[config.mk]
export PLATFORM = sky130hd
export DESIGN_NAME = i3c_wrapper
export DESIGN_NICKNAME = d
export VERILOG_FILES = /design/src/i3c_pkg.sv /design/src/i3c_table_if.sv /design/src/i3c_wrapper.sv /design/src/i3c_core.sv /design/src/i3c_bus_engine.sv /design/src/i3c_csr_frontend.sv /design/src/i3c_table_ram.sv
export VERILOG_INCLUDE_DIRS = /design/src
export SDC_FILE = /design/constraint.sdc
export NUM_CORES = 1
export LEC_CHECK = 0
export ABC_CLOCK_PERIOD_IN_PS = 5460
export BUFFER_PORTS_ARGS = -buffer_cell sky130_fd_sc_hd__buf_4
export CAP_MARGIN = 20
export CELL_PAD_IN_SITES_DETAIL_PLACEMENT = 0
export CELL_PAD_IN_SITES_GLOBAL_PLACEMENT = 1
export CORE_ASPECT_RATIO = 0.8
export CORE_MARGIN = 2
export CORE_UTILIZATION = 50
export CTS_CLUSTER_DIAMETER = 150
export DETAILED_ROUTE_END_ITERATION = 6
export HOLD_SLACK_MARGIN = 0.15
export PLACE_DENSITY_LB_ADDON = 0.25
export SETUP_SLACK_MARGIN = 0.3
export SYNTH_ARGS = -nofsm -noshare
export SYNTH_HDL_FRONTEND = slang
export SYNTH_SLANG_ARGS = --single-unit
[constraint.sdc]
create_clock -name clk_i -period 5.46 [get_ports clk_i]
set_input_delay 0.546 -clock clk_i [delete_from_list [all_inputs] [get_ports clk_i]]
set_output_delay 0.546 -clock clk_i [all_outputs]
set_load 0.05 [all_outputs]
[src/i3c_params.svh]
// Table depth must equal 2**I3C_IDX_W and I3C_SCL_DIV must be a power of two of at least 2
`ifndef I3C_PARAMS_SVH
`define I3C_PARAMS_SVH

// Entries per device table
`define I3C_TABLE_DEPTH 8
`define I3C_IDX_W 3

// System clocks per SCL half period
`define I3C_SCL_DIV 4

// Register port word addresses
`define I3C_CSR_DAT_BASE 8'h00
`define I3C_CSR_DST_BASE 8'h10
`define I3C_CSR_CMD 8'h20
`define I3C_CSR_STATUS 8'h21

`endif
[src/i3c_pkg.sv]
// Entry layouts here are also the CSR bit views, so reordering fields changes the register map
package i3c_pkg;

  // Device address table entry
  // Bit 7 valid, bits 6..0 dynamic address
  typedef struct packed {
    logic       valid;
    logic [6:0] addr;
  } dat_entry_t;

  // Device status table entry
  // Bit 9 invalid, bit 8 nack, bits 7..0 acknowledged transfers
  typedef struct packed {
    logic       invalid;
    logic       nack;
    logic [7:0] count;
  } dst_entry_t;

  // Registered response of the register port
  typedef struct packed {
    logic        ack;
    logic [15:0] rdata;
  } csr_rsp_t;

endpackage

[src/i3c_table_if.sv]
// Address width is fixed by I3C_IDX_W and rdata is valid one clock after a read request
`timescale 1ns/100ps
`include "i3c_params.svh"

interface i3c_table_if #(
  parameter type entry_t = logic [7:0]
);

  logic                  req;
  logic                  write;
  logic [`I3C_IDX_W-1:0] addr;
  entry_t                wdata;
  entry_t                rdata;

  // Requester side, core or engine
  modport client (output req, output write, output addr, output wdata, input rdata);

  // Storage side
  modport memory (input req, input write, input addr, input wdata, output rdata);

endinterface

[src/i3c_wrapper.sv]
// Bus lines are split into in and out ports with no pad cell; the board must resolve open drain
`timescale 1ns/100ps
`include "i3c_params.svh"

module i3c_wrapper (
  input  logic        clk_i,
  input  logic        arst_n_i,
  input  logic        csr_req_i,
  input  logic        csr_we_i,
  input  logic [7:0]  csr_addr_i,
  input  logic [15:0] csr_wdata_i,
  output logic        csr_ack_o,
  output logic [15:0] csr_rdata_o,
  input  logic        sda_i,
  output logic        scl_o,
  output logic        sda_o,
  output logic        sel_od_pp_o
);

  i3c_table_if #(.entry_t(i3c_pkg::dat_entry_t)) dat_if ();
  i3c_table_if #(.entry_t(i3c_pkg::dst_entry_t)) dst_if ();

  i3c_core i_i3c_core (
    .clk_i,
    .arst_n_i,
    .csr_req_i,
    .csr_we_i,
    .csr_addr_i,
    .csr_wdata_i,
    .csr_ack_o,
    .csr_rdata_o,
    .dat(dat_if.client),
    .dst(dst_if.client),
    .sda_i,
    .scl_o,
    .sda_o,
    .sel_od_pp_o
  );

  // Device address table
  i3c_table_ram #(
    .entry_t(i3c_pkg::dat_entry_t),
    .Depth  (`I3C_TABLE_DEPTH)
  ) dat_memory (
    .clk_i,
    .arst_n_i,
    .mem(dat_if.memory)
  );

  // Device status table
  i3c_table_ram #(
    .entry_t(i3c_pkg::dst_entry_t),
    .Depth  (`I3C_TABLE_DEPTH)
  ) dst_memory (
    .clk_i,
    .arst_n_i,
    .mem(dst_if.memory)
  );

endmodule

[src/i3c_core.sv]
// Engine owns both tables for its whole busy window, so host table accesses stall during a frame
`timescale 1ns/100ps
`include "i3c_params.svh"

module i3c_core (
  input  logic        clk_i,
  input  logic        arst_n_i,
  input  logic        csr_req_i,
  input  logic        csr_we_i,
  input  logic [7:0]  csr_addr_i,
  input  logic [15:0] csr_wdata_i,
  output logic        csr_ack_o,
  output logic [15:0] csr_rdata_o,
  i3c_table_if.client dat,
  i3c_table_if.client dst,
  input  logic        sda_i,
  output logic        scl_o,
  output logic        sda_o,
  output logic        sel_od_pp_o
);

  logic                  eng_busy;
  logic                  eng_start;
  logic [`I3C_IDX_W-1:0] eng_idx;
  logic [7:0]            eng_data;

  i3c_table_if #(.entry_t(i3c_pkg::dat_entry_t)) fe_dat ();
  i3c_table_if #(.entry_t(i3c_pkg::dst_entry_t)) fe_dst ();
  i3c_table_if #(.entry_t(i3c_pkg::dat_entry_t)) eng_dat ();
  i3c_table_if #(.entry_t(i3c_pkg::dst_entry_t)) eng_dst ();

  i3c_csr_frontend i_csr_frontend (
    .clk_i,
    .arst_n_i,
    .csr_req_i,
    .csr_we_i,
    .csr_addr_i,
    .csr_wdata_i,
    .csr_ack_o,
    .csr_rdata_o,
    .eng_busy_i (eng_busy),
    .eng_start_o(eng_start),
    .eng_idx_o  (eng_idx),
    .eng_data_o (eng_data),
    .dat        (fe_dat.client),
    .dst        (fe_dst.client)
  );

  i3c_bus_engine i_bus_engine (
    .clk_i,
    .arst_n_i,
    .start_i(eng_start),
    .idx_i  (eng_idx),
    .data_i (eng_data),
    .busy_o (eng_busy),
    .dat    (eng_dat.client),
    .dst    (eng_dst.client),
    .sda_i,
    .scl_o,
    .sda_o,
    .sel_od_pp_o
  );

  // Table ownership follows engine busy
  assign dat.req   = eng_busy ? eng_dat.req   : fe_dat.req;
  assign dat.write = eng_busy ? eng_dat.write : fe_dat.write;
  assign dat.addr  = eng_busy ? eng_dat.addr  : fe_dat.addr;
  assign dat.wdata = eng_busy ? eng_dat.wdata : fe_dat.wdata;

  assign dst.req   = eng_busy ? eng_dst.req   : fe_dst.req;
  assign dst.write = eng_busy ? eng_dst.write : fe_dst.write;
  assign dst.addr  = eng_busy ? eng_dst.addr  : fe_dst.addr;
  assign dst.wdata = eng_busy ? eng_dst.wdata : fe_dst.wdata;

  // Read data goes back to both requesters
  assign fe_dat.rdata  = dat.rdata;
  assign eng_dat.rdata = dat.rdata;
  assign fe_dst.rdata  = dst.rdata;
  assign eng_dst.rdata = dst.rdata;

endmodule

[src/i3c_bus_engine.sv]
// Private write only with no clock stretching or arbitration; the target is assumed to ACK in time
`timescale 1ns/100ps
`include "i3c_params.svh"

module i3c_bus_engine (
  input  logic                  clk_i,
  input  logic                  arst_n_i,
  input  logic                  start_i,
  input  logic [`I3C_IDX_W-1:0] idx_i,
  input  logic [7:0]            data_i,
  output logic                  busy_o,
  i3c_table_if.client           dat,
  i3c_table_if.client           dst,
  input  logic                  sda_i,
  output logic                  scl_o,
  output logic                  sda_o,
  output logic                  sel_od_pp_o
);

  localparam int unsigned Div       = `I3C_SCL_DIV;
  localparam int unsigned DivW      = $clog2(Div);
  localparam int unsigned FrameBits = 18;

  localparam logic [DivW-1:0] DivMid  = DivW'(Div / 2 - 1);
  localparam logic [DivW-1:0] DivLast = DivW'(Div - 1);

  // Send order: 0..6 address, 7 RnW, 8 ACK, 9..16 data, 17 T
  localparam logic [4:0] AckBit  = 5'd8;
  localparam logic [4:0] DataBit = 5'd9;
  localparam logic [4:0] LastBit = 5'd17;

  typedef enum logic [3:0] {
    EIdle, EDatRd, EDatChk, EStart, EBitLo, EBitHi, EStopLo, EStopHi, EDstRd, EDstWr
  } eng_state_e;

  eng_state_e            state_q;
  logic [`I3C_IDX_W-1:0] idx_q;
  logic [7:0]            data_q;
  logic [FrameBits-1:0]  shift_q;
  logic [4:0]            bit_q;
  logic [DivW-1:0]       div_q;
  logic                  acked_q;
  logic                  invalid_q;
  logic                  scl_q;
  logic                  sda_q;
  logic                  odpp_q;
  logic                  half_done;
  i3c_pkg::dst_entry_t   dst_next;

  assign half_done = div_q == DivLast;
  assign busy_o    = state_q != EIdle;

  assign scl_o       = scl_q;
  assign sda_o       = sda_q;
  assign sel_od_pp_o = odpp_q;

  assign dat.req   = state_q == EDatRd;
  assign dat.write = 1'b0;
  assign dat.addr  = idx_q;
  assign dat.wdata = '0;

  assign dst.req   = (state_q == EDstRd) || (state_q == EDstWr);
  assign dst.write = state_q == EDstWr;
  assign dst.addr  = idx_q;
  assign dst.wdata = dst_next;

  // Status update from the entry read in EDstRd
  always_comb begin
    dst_next = dst.rdata;
    if (invalid_q) begin
      dst_next.invalid = 1'b1;
      dst_next.nack    = 1'b0;
    end else if (acked_q) begin
      dst_next.count   = dst.rdata.count + 8'd1;
      dst_next.nack    = 1'b0;
      dst_next.invalid = 1'b0;
    end else begin
      dst_next.nack    = 1'b1;
      dst_next.invalid = 1'b0;
    end
  end

  always_ff @(posedge clk_i) begin
    if (state_q == EIdle && start_i) begin
      idx_q  <= idx_i;
      data_q <= data_i;
    end
    if (state_q == EDatChk) begin
      // ACK slot sent as 1 so the line is released
      shift_q <= {dat.rdata.addr, 1'b0, 1'b1, data_q, ~^data_q};
    end else if (state_q == EBitHi && half_done) begin
      shift_q <= shift_q << 1;
    end
  end

  always_ff @(posedge clk_i or negedge arst_n_i) begin
    if (!arst_n_i) begin
      state_q   <= EIdle;
      bit_q     <= '0;
      div_q     <= '0;
      acked_q   <= 1'b0;
      invalid_q <= 1'b0;
      scl_q     <= 1'b1;
      sda_q     <= 1'b1;
      odpp_q    <= 1'b0;
    end else begin
      case (state_q)
        EIdle: if (start_i) state_q <= EDatRd;
        EDatRd: state_q <= EDatChk;
        EDatChk: begin
          invalid_q <= !dat.rdata.valid;
          acked_q   <= 1'b0;
          bit_q     <= '0;
          div_q     <= '0;
          if (dat.rdata.valid) begin
            // START, SDA falls while SCL is high
            sda_q   <= 1'b0;
            state_q <= EStart;
          end else begin
            state_q <= EDstRd;
          end
        end
        EStart: begin
          div_q <= div_q + 1'b1;
          if (half_done) begin
            scl_q   <= 1'b0;
            state_q <= EBitLo;
          end
        end
        EBitLo: begin
          div_q <= div_q + 1'b1;
          if (div_q == DivMid) begin
            sda_q  <= shift_q[FrameBits-1];
            odpp_q <= bit_q >= DataBit;
          end
          if (half_done) begin
            scl_q   <= 1'b1;
            state_q <= EBitHi;
          end
        end
        EBitHi: begin
          div_q <= div_q + 1'b1;
          if (bit_q == AckBit && div_q == DivMid) begin
            acked_q <= !sda_i;
          end
          if (half_done) begin
            scl_q <= 1'b0;
            bit_q <= bit_q + 1'b1;
            // NACK skips the data phase
            if (bit_q == LastBit || (bit_q == AckBit && !acked_q)) begin
              state_q <= EStopLo;
            end else begin
              state_q <= EBitLo;
            end
          end
        end
        EStopLo: begin
          div_q <= div_q + 1'b1;
          if (div_q == DivMid) begin
            sda_q  <= 1'b0;
            odpp_q <= 1'b0;
          end
          if (half_done) begin
            scl_q   <= 1'b1;
            state_q <= EStopHi;
          end
        end
        EStopHi: begin
          div_q <= div_q + 1'b1;
          if (half_done) begin
            // STOP, SDA rises while SCL is high
            sda_q   <= 1'b1;
            state_q <= EDstRd;
          end
        end
        EDstRd: state_q <= EDstWr;
        EDstWr: state_q <= EIdle;
        default: state_q <= EIdle;
      endcase
    end
  end

endmodule

[src/i3c_csr_frontend.sv]
// Host must keep all request inputs stable from csr_req_i rise until csr_ack_o rises
`timescale 1ns/100ps
`include "i3c_params.svh"

module i3c_csr_frontend (
  input  logic                  clk_i,
  input  logic                  arst_n_i,
  input  logic                  csr_req_i,
  input  logic                  csr_we_i,
  input  logic [7:0]            csr_addr_i,
  input  logic [15:0]           csr_wdata_i,
  output logic                  csr_ack_o,
  output logic [15:0]           csr_rdata_o,
  input  logic                  eng_busy_i,
  output logic                  eng_start_o,
  output logic [`I3C_IDX_W-1:0] eng_idx_o,
  output logic [7:0]            eng_data_o,
  i3c_table_if.client           dat,
  i3c_table_if.client           dst
);

  typedef enum logic [1:0] {FeIdle, FeWait, FeAck} fe_state_e;
  typedef enum logic [1:0] {SelNone, SelDat, SelDst} rd_sel_e;

  fe_state_e          state_q;
  rd_sel_e            sel_q;
  i3c_pkg::csr_rsp_t  rsp_q;
  logic [7:0]         dat_off;
  logic [7:0]         dst_off;
  logic               is_dat;
  logic               is_dst;
  logic               is_cmd;
  logic               is_status;
  logic               needs_tables;
  logic               accept;

  assign dat_off   = csr_addr_i - `I3C_CSR_DAT_BASE;
  assign dst_off   = csr_addr_i - `I3C_CSR_DST_BASE;
  assign is_dat    = dat_off < 8'(`I3C_TABLE_DEPTH);
  assign is_dst    = dst_off < 8'(`I3C_TABLE_DEPTH);
  assign is_cmd    = csr_addr_i == `I3C_CSR_CMD;
  assign is_status = csr_addr_i == `I3C_CSR_STATUS;

  // Tables and command wait for an idle engine, status never waits
  assign needs_tables = is_dat | is_dst | is_cmd;
  assign accept = (state_q == FeIdle) && csr_req_i && !(needs_tables && eng_busy_i);

  assign dat.req   = accept && is_dat;
  assign dat.write = csr_we_i;
  assign dat.addr  = dat_off[`I3C_IDX_W-1:0];
  assign dat.wdata = i3c_pkg::dat_entry_t'(csr_wdata_i[7:0]);

  // DST is read-only from the host
  assign dst.req   = accept && is_dst && !csr_we_i;
  assign dst.write = 1'b0;
  assign dst.addr  = dst_off[`I3C_IDX_W-1:0];
  assign dst.wdata = '0;

  assign eng_start_o = accept && is_cmd && csr_we_i;
  assign eng_idx_o   = csr_wdata_i[`I3C_IDX_W-1:0];
  assign eng_data_o  = csr_wdata_i[15:8];

  assign csr_ack_o   = rsp_q.ack;
  assign csr_rdata_o = rsp_q.rdata;

  always_ff @(posedge clk_i or negedge arst_n_i) begin
    if (!arst_n_i) begin
      state_q <= FeIdle;
      sel_q   <= SelNone;
      rsp_q   <= '0;
    end else begin
      case (state_q)
        FeIdle: begin
          if (accept && needs_tables) begin
            state_q <= FeWait;
            if (csr_we_i) begin
              sel_q <= SelNone;
            end else if (is_dat) begin
              sel_q <= SelDat;
            end else if (is_dst) begin
              sel_q <= SelDst;
            end else begin
              sel_q <= SelNone;
            end
          end else if (accept) begin
            // Status and unmapped addresses answer at once
            state_q     <= FeAck;
            rsp_q.ack   <= 1'b1;
            rsp_q.rdata <= (is_status && !csr_we_i) ? {15'd0, eng_busy_i} : 16'd0;
          end
        end
        FeWait: begin
          state_q   <= FeAck;
          rsp_q.ack <= 1'b1;
          case (sel_q)
            SelDat:  rsp_q.rdata <= {8'h00, dat.rdata};
            SelDst:  rsp_q.rdata <= {6'h00, dst.rdata};
            default: rsp_q.rdata <= 16'd0;
          endcase
        end
        FeAck: begin
          if (!csr_req_i) begin
            state_q   <= FeIdle;
            rsp_q.ack <= 1'b0;
          end
        end
        default: state_q <= FeIdle;
      endcase
    end
  end

endmodule

[src/i3c_table_ram.sv]
// Single port only; entry_t must match the entry type of the connected interface
`timescale 1ns/100ps
`include "i3c_params.svh"

module i3c_table_ram #(
  parameter type         entry_t = logic [7:0],
  parameter int unsigned Depth   = `I3C_TABLE_DEPTH
) (
  input logic         clk_i,
  input logic         arst_n_i,
  i3c_table_if.memory mem
);

  entry_t entries_q [Depth];

  // Registered read, write at the edge with req high
  always_ff @(posedge clk_i or negedge arst_n_i) begin
    if (!arst_n_i) begin
      for (int i = 0; i < Depth; i++) begin
        entries_q[i] <= '0;
      end
      mem.rdata <= '0;
    end else if (mem.req) begin
      if (mem.write) begin
        entries_q[mem.addr] <= mem.wdata;
      end else begin
        mem.rdata <= entries_q[mem.addr];
      end
    end
  end

endmodule

After elaboration in Yosys (flattened, before gate mapping)
Index checks and enable logic that the tools add are counted.
- input bits: 29
- register bits: 228
- multiplexer cells: 63
- bitwise operators: 6
- reductions and logical operators: 52
- magnitude comparators: 7
- add/sub/neg operators: 4
- eq/ne operators: 35
- operators with widths (kind ; number):
    $bwmux W80 ; 1
    $bwmux W64 ; 1
    $mux W8 ; 6
    $mux W10 ; 4
    $mux W18 ; 2
    $pmux W4 S9 ; 1
    $mux W17 ; 2
    $pmux W16 S2 ; 1
    $bmux W10 S3 ; 1
    $demux W10 S3 ; 1
    $mux W4 ; 7
    $bmux W8 S3 ; 1
    $demux W8 S3 ; 1
    $ne A2 B2 Y1 const B ; 11
    $pmux W10 S2 ; 1
    $eq A4 B3 Y1 const B ; 4
    $eq A8 B6 Y1 const B ; 2
    $logic_and A1 B1 Y1 ; 16
    $lt A8 B4 Y1 const B ; 2
    $mux W2 ; 8
    $reduce_and A2 Y1 ; 8
    $mux W1 ; 14
    $reduce_bool A2 Y1 ; 6
    $pmux W5 S2 ; 1
    39 further kinds ; 65

Depth between registers and ports, before layout
- word-level depth: 11
- depth in mapped cells: 10
- mapped depth without buffers: 7

Hierarchy
Synthesis repeated with hierarchy kept, for this count alone.
- cell total of the unflattened synthesis: 854
- area, all modules: 11387.2 µm²
- by module, submodules not included (module ; times used ; area each (µm²) ; cells each):
    i3c_table_ram (dst_memory) ; 1 ; 4096.4 ; 276
    i3c_table_ram (dat_memory) ; 1 ; 3313.2 ; 213
    i3c_bus_engine ; 1 ; 2448.6 ; 222
    i3c_csr_frontend ; 1 ; 1087.3 ; 112
    i3c_core ; 1 ; 441.7 ; 31

Worst setup path after synthesis
OpenSTA, ideal clock, no wires.
- path type: register to register
- start point: register i_i3c_core.i_bus_engine.state_q[3]
- end point: register i_i3c_core.i_bus_engine.idx_q[0] (netlist: i_i3c_core.i_bus_engine.dat.addr[0]), enable pin
- period minus slack after synthesis: 2.780 ns
- cell stages (with the launch flop): 7
- library setup time: 0.393 ns
- arrival: 2.387 ns
- path buffers: 3
- setup slack: 2.680 ns
- cell sequence: dfrtp_1 -> clkbuf_1 -> nor4_4 -> buf_2 -> buf_2 -> nand2_1 -> nor3_1
- longest elaborated chain between the ends: 7
- ends and longest elaborated chain (what ; RTL line ; source):
    from (decl) ; i3c_bus_engine.sv:36 ; eng_state_e state_q;
    from (signal assigned) ; i3c_bus_engine.sv:98 ; state_q <= EIdle;
    from (signal assigned) ; i3c_bus_engine.sv:108 ; EIdle: if (start_i) state_q <= EDatRd;
    from (signal assigned) ; i3c_bus_engine.sv:109 ; EDatRd: state_q <= EDatChk;
    $reduce_bool A4 Y1 ; i3c_bus_engine.sv:51 ; assign busy_o = state_q != EIdle;
    $logic_and A1 B1 Y1 ; i3c_csr_frontend.sv:46 ; assign accept = (state_q == FeIdle) && csr_req_i && !(needs_tables && eng_busy_i);
    $logic_not A1 Y1 ; i3c_csr_frontend.sv:46 ;
    $logic_and A1 B1 Y1 ; i3c_csr_frontend.sv:46 ;
    $logic_and A1 B1 Y1 (2 in series) ; i3c_csr_frontend.sv:59 ; assign eng_start_o = accept && is_cmd && csr_we_i;
    $logic_and A1 B1 Y1 * ; i3c_bus_engine.sv:84 ; if (state_q == EIdle && start_i) begin
    to (signal assigned) ; i3c_bus_engine.sv:85 ; idx_q <= idx_i;
    to (decl) ; i3c_bus_engine.sv:37 ; logic [`I3C_IDX_W-1:0] idx_q;
Mark *: on every way between the ends. The rest lies on a longest branch, timed or not.
A chain may end at the register's enable or synchronous reset.

Final worst setup path
- start point: register i_i3c_core.i_bus_engine.state_q[0]
- end point: register dst_memory.entries_q[10] (netlist name)
- longest elaborated chain between the ends: 8
- ends and longest elaborated chain (what ; RTL line ; source):
    $reduce_bool A4 Y1 ; i3c_bus_engine.sv:51 ;
    $mux W3 or $logic_and A1 B1 Y1 (tied branches) ; i3c_core.sv:72, i3c_csr_frontend.sv:46 ;
    $not A3 Y4 (implied by the code) or $logic_not A1 Y1 (tied branches) ; i3c_table_ram.sv:25, i3c_csr_frontend.sv:46 ;
    $ge A4 B4 Y1 (implied by the code), or another cell as far along ; i3c_table_ram.sv:25 ; entries_q[mem.addr] <= mem.wdata;
    $logic_and A1 B1 Y1, on equally long branches ; i3c_table_ram.sv:25, i3c_csr_frontend.sv:54 ;
    $mux W10 (implied by the code) or $logic_and A1 B1 Y1 (tied branches) ; i3c_table_ram.sv:25, i3c_csr_frontend.sv:54 ;
    $demux W10 S3 or $mux W1 (tied branches) ; i3c_table_ram.sv:25, i3c_core.sv:70 ;
    $bwmux W80 or $reduce_and A2 Y1 (tied branches) ; - ;
    to (signal, indexed assignment) ; i3c_table_ram.sv:25 ;
    to (decl) ; i3c_table_ram.sv:14 ; entry_t entries_q [Depth];
Parallel ways exist; a longest one is shown, timed or not.

==> results by group <==
Synthesis
  • Main flop type after synthesis: dfrtp_1
  • Distinct cells, synth: 75
  • EDFF count, synth: 27
  • Post-Syn Instances: 1017
  • Synth Register Bits: 222
  • Ys async rst share: about 87%
  • Warnings, synthesis: 0
  • Synthesized area per cell: about 10 um2
  • Mapped Area: 0.0105 mm2
  • Seq/Total Area, Yosys: 53.9%

Floorplanning
  • Cell Rows: between 40 and 50
  • Core area: 0.0207 mm2
  • Die area: about 0.022 mm2
  • Die W: 166 um
  • Die H: 134 um
  • Starting density of the core: about half
  • I/O pin cnt: 49

STA
  • Clock Skews: 0.0206 ns
  • RSZ-0062 raised after global routing: false
  • Slew Limit Fails: 0
  • Worst-margin pin slew: 1.03 ns
  • Worst Hold Slack: 0.203 ns
  • Tmin final: 3.47 ns
  • Final Hold Fails: 0
  • Final setup TNS: 0 ns
  • Setup violators final: 0
  • Fmax: 288 MHz
  • Slew margin rel.: between 30% and 40%
  • Tcrit/Tclk final: between 60% and 70%

Worst setup path
  • Startpoint class of the critical path: register
  • Crit path max fanout: 25
  • Type of destination of the critical path: register
  • Reg2reg path depth: 4
  • Crit path DAT: 3.87 ns
  • Kind of critical path: register to register
  • Req. time, crit path: 5.87 ns

Route
  • Post-Route WL: 27.8 mm
  • Wire per inst: 21.1 um
  • Antenna-violating nets left: 0
  • Via/cell ratio: 5.98
  • Via count: 7896
  • Starting DRC count in detailed routing: 886
  • Drt drc: 0
  • DRT Pass-1 Iters: 5

CTS
  • Htree depth: 1
  • Total CTS buffers: 24
  • Worst-case clock buffer depth: 3
  • Clock sinks: about 220
  • Worst skew pair latency: roughly 0.53 ns
  • Clock Root Buffer: clkbuf_16
  • Setup Fix Bufs, Post-CTS: 0
  • Clock transition at the registers of the reported paths: approximately 0.060 ns
  • CTS tree: built
  • CTS resizes: 0

Global route
  • GRT overflow: 0
  • Global-route wire length before repair: 44.7 mm
  • Vias in the first global route: 7457
  • GRT Overall Usage: 25.5%
  • Largest net degree at the start of global routing: 170
  • Initial antenna violation count: 1

Place
  • Number of buffers added on ports: 42
  • Hpwl dp: 18.3 mm
  • Final GP Congestion: 0.868

Final layout
  • Layout Utilization: 56.7%
  • Area grow syn2layout: 11.3%
  • Fill count: ~1900
  • Layout cells sized above 1: 15.1%
  • Antenna cells: 0
  • Layout net count: 1070

Worst hold path
  • Hold path cells: 1
  • Worst Hold Class: primary input to register

Pwr
  • Leakage power: about 5.0 nW
  • VDD IR max: approximately 0.3 mV
  • Power per cell area: 542 mW/mm2

Flow run
  • Max_cap viols: 0

Status
  • Status: complete, no violations
-- power by group --
part           switching, W  internal, W
clock network      0.000665     0.000883
logic               0.00141     0.000741
registers          0.000429      0.00223
-- kinds of logic (layout without fill, tap and decap cells) --
logic type	Yosys count	in the layout	synth area share, %
xor+xnor	17	17	1.41
simple gates	341	341	14.5
flops	222	222	53.9
mux	72	72	8.09
fa+ha+maj	8	8	0.950
compound gates	277	277	17.4
other cells	1	6	0.0356
buf+inv	79	108	3.74
-- stage by stage --
stage          cell area (um2)  cells  power, W  worst slack, ns
4_1_cts                  11700   1320   0.00636             1.96
3_5_place_dp             11000   1275   0.00480             1.98
3_3_place_gp             11000   1275   0.00475             2.06
2_1_floorplan            10600   1022   0.00408             2.68
6_report                 11700   1320   0.00636             1.99
5_1_grt                  11700   1320   0.00677             1.77
-- layout make-up --
cell class,count,area [um2],area share (%)
Tap cell,269,337,2.87
Timing Repair Buffer,51,404,3.44
Clock inverter,11,108,0.917
Sequential cell,222,5680,48.4
Inverter,13,48.8,0.416
Multi-Input combinational cell,721,4510,38.4
Clock buffer,33,644,5.49
-- per-layer routing --
layer / up-vias / part of all wire (%) / GRT usage, %
met1: 3885 / 49 / 40.8
met5: - / 0.029 / 0
met3: 38 / 7.4 / 5.37
li1: 3706 / - / -
met4: 2 / 1.7 / 5.32
met2: 265 / 42 / 35.5
-- flip-flops by register name (all words and copies together), names as in the netlist, 3 cells and up --
name and count:
dst_memory.entries_q 80, i_i3c_core.i_csr_frontend.csr_rdata_o 10, i_i3c_core.i_bus_engine.data_q 8, dat_memory.mem.rdata 8
dst_memory.mem.rdata 10, i_i3c_core.i_bus_engine.dat.addr 3, dat_memory.entries_q 64, i_i3c_core.i_bus_engine.bit_q 5
i_i3c_core.i_bus_engine.shift_q 18, i_i3c_core.i_bus_engine.state_q 4
-- synth_stat cells, drive strengths merged (3+ instances only) --
library cell	number	area [um2]
a221o	3	30.0
mux2i	22	278
a21oi	19	95.1
xnor2	8	70.1
nor2	44	168
o31ai	25	188
a31oi	4	25.0
a221oi	20	175
o22ai	5	31.3
and3	4	25.0
o21ai	123	616
nor2b	6	37.5
nand2b	11	68.8
nor3b	8	71.3
nor4	4	40.0
mux2	50	574
o211ai	4	30.0
nand4	5	31.3
nand3b	3	22.5
a211oi	4	30.0
ha	8	100
and2	5	31.3
a22oi	20	155
o21a	3	22.5
a222oi	5	50.1
buf	40	248
inv	13	48.8
nand2	213	805
nand3	22	110
xor2	9	78.8
nor3	6	30.0
dfrtp	191	4780
clkbuf	26	97.6
edfxtp	27	811
a22o	22	193
-- repair_timing --
action,in CTS,in global routing
setup endpoints to repair,0,0
hold endpoints to repair,24,0
hold buffers,1,0
-- final timing paths --
path | from | to | slack, ns
min in group asynchronous | arst_n_i | dst_memory.entries_q[71] | 0.48
max reg2reg | i_i3c_core.i_bus_engine.state_q[0] | dst_memory.entries_q[10] | 1.99
min reg2reg | i_i3c_core.i_bus_engine.shift_q[8] | i_i3c_core.i_bus_engine.shift_q[9] | 0.44
max in group asynchronous | arst_n_i | dat_memory.entries_q[24] | 3.77
max | i_i3c_core.i_bus_engine.state_q[0] | dst_memory.entries_q[10] | 1.99
min | csr_wdata_i[12] | i_i3c_core.i_bus_engine.data_q[4] | 0.20
-- cells in the final DEF, fill, tap and decap left out, types with 15 or more instances in the layout --
cell	n
clkbuf_16	24
edfxtp_1	27
a22o_1	22
buf_4	48
a21oi_1	19
o31ai_1	24
mux2_2	45
nor2_1	43
dfrtp_1	191
a221oi_1	20
o21ai_0	116
mux2i_1	15
nand2_1	211
a22oi_1	19
nand3_1	22
-- worst max-delay path: stages (launching register included) --
cell and delay, ns:
dfrtp_1 0.61, or4_4 0.83, mux2i_4 0.67, nor2b_1 0.81, mux2_2 0.42
No activity file was read; power rests on OpenSTA's default activity.
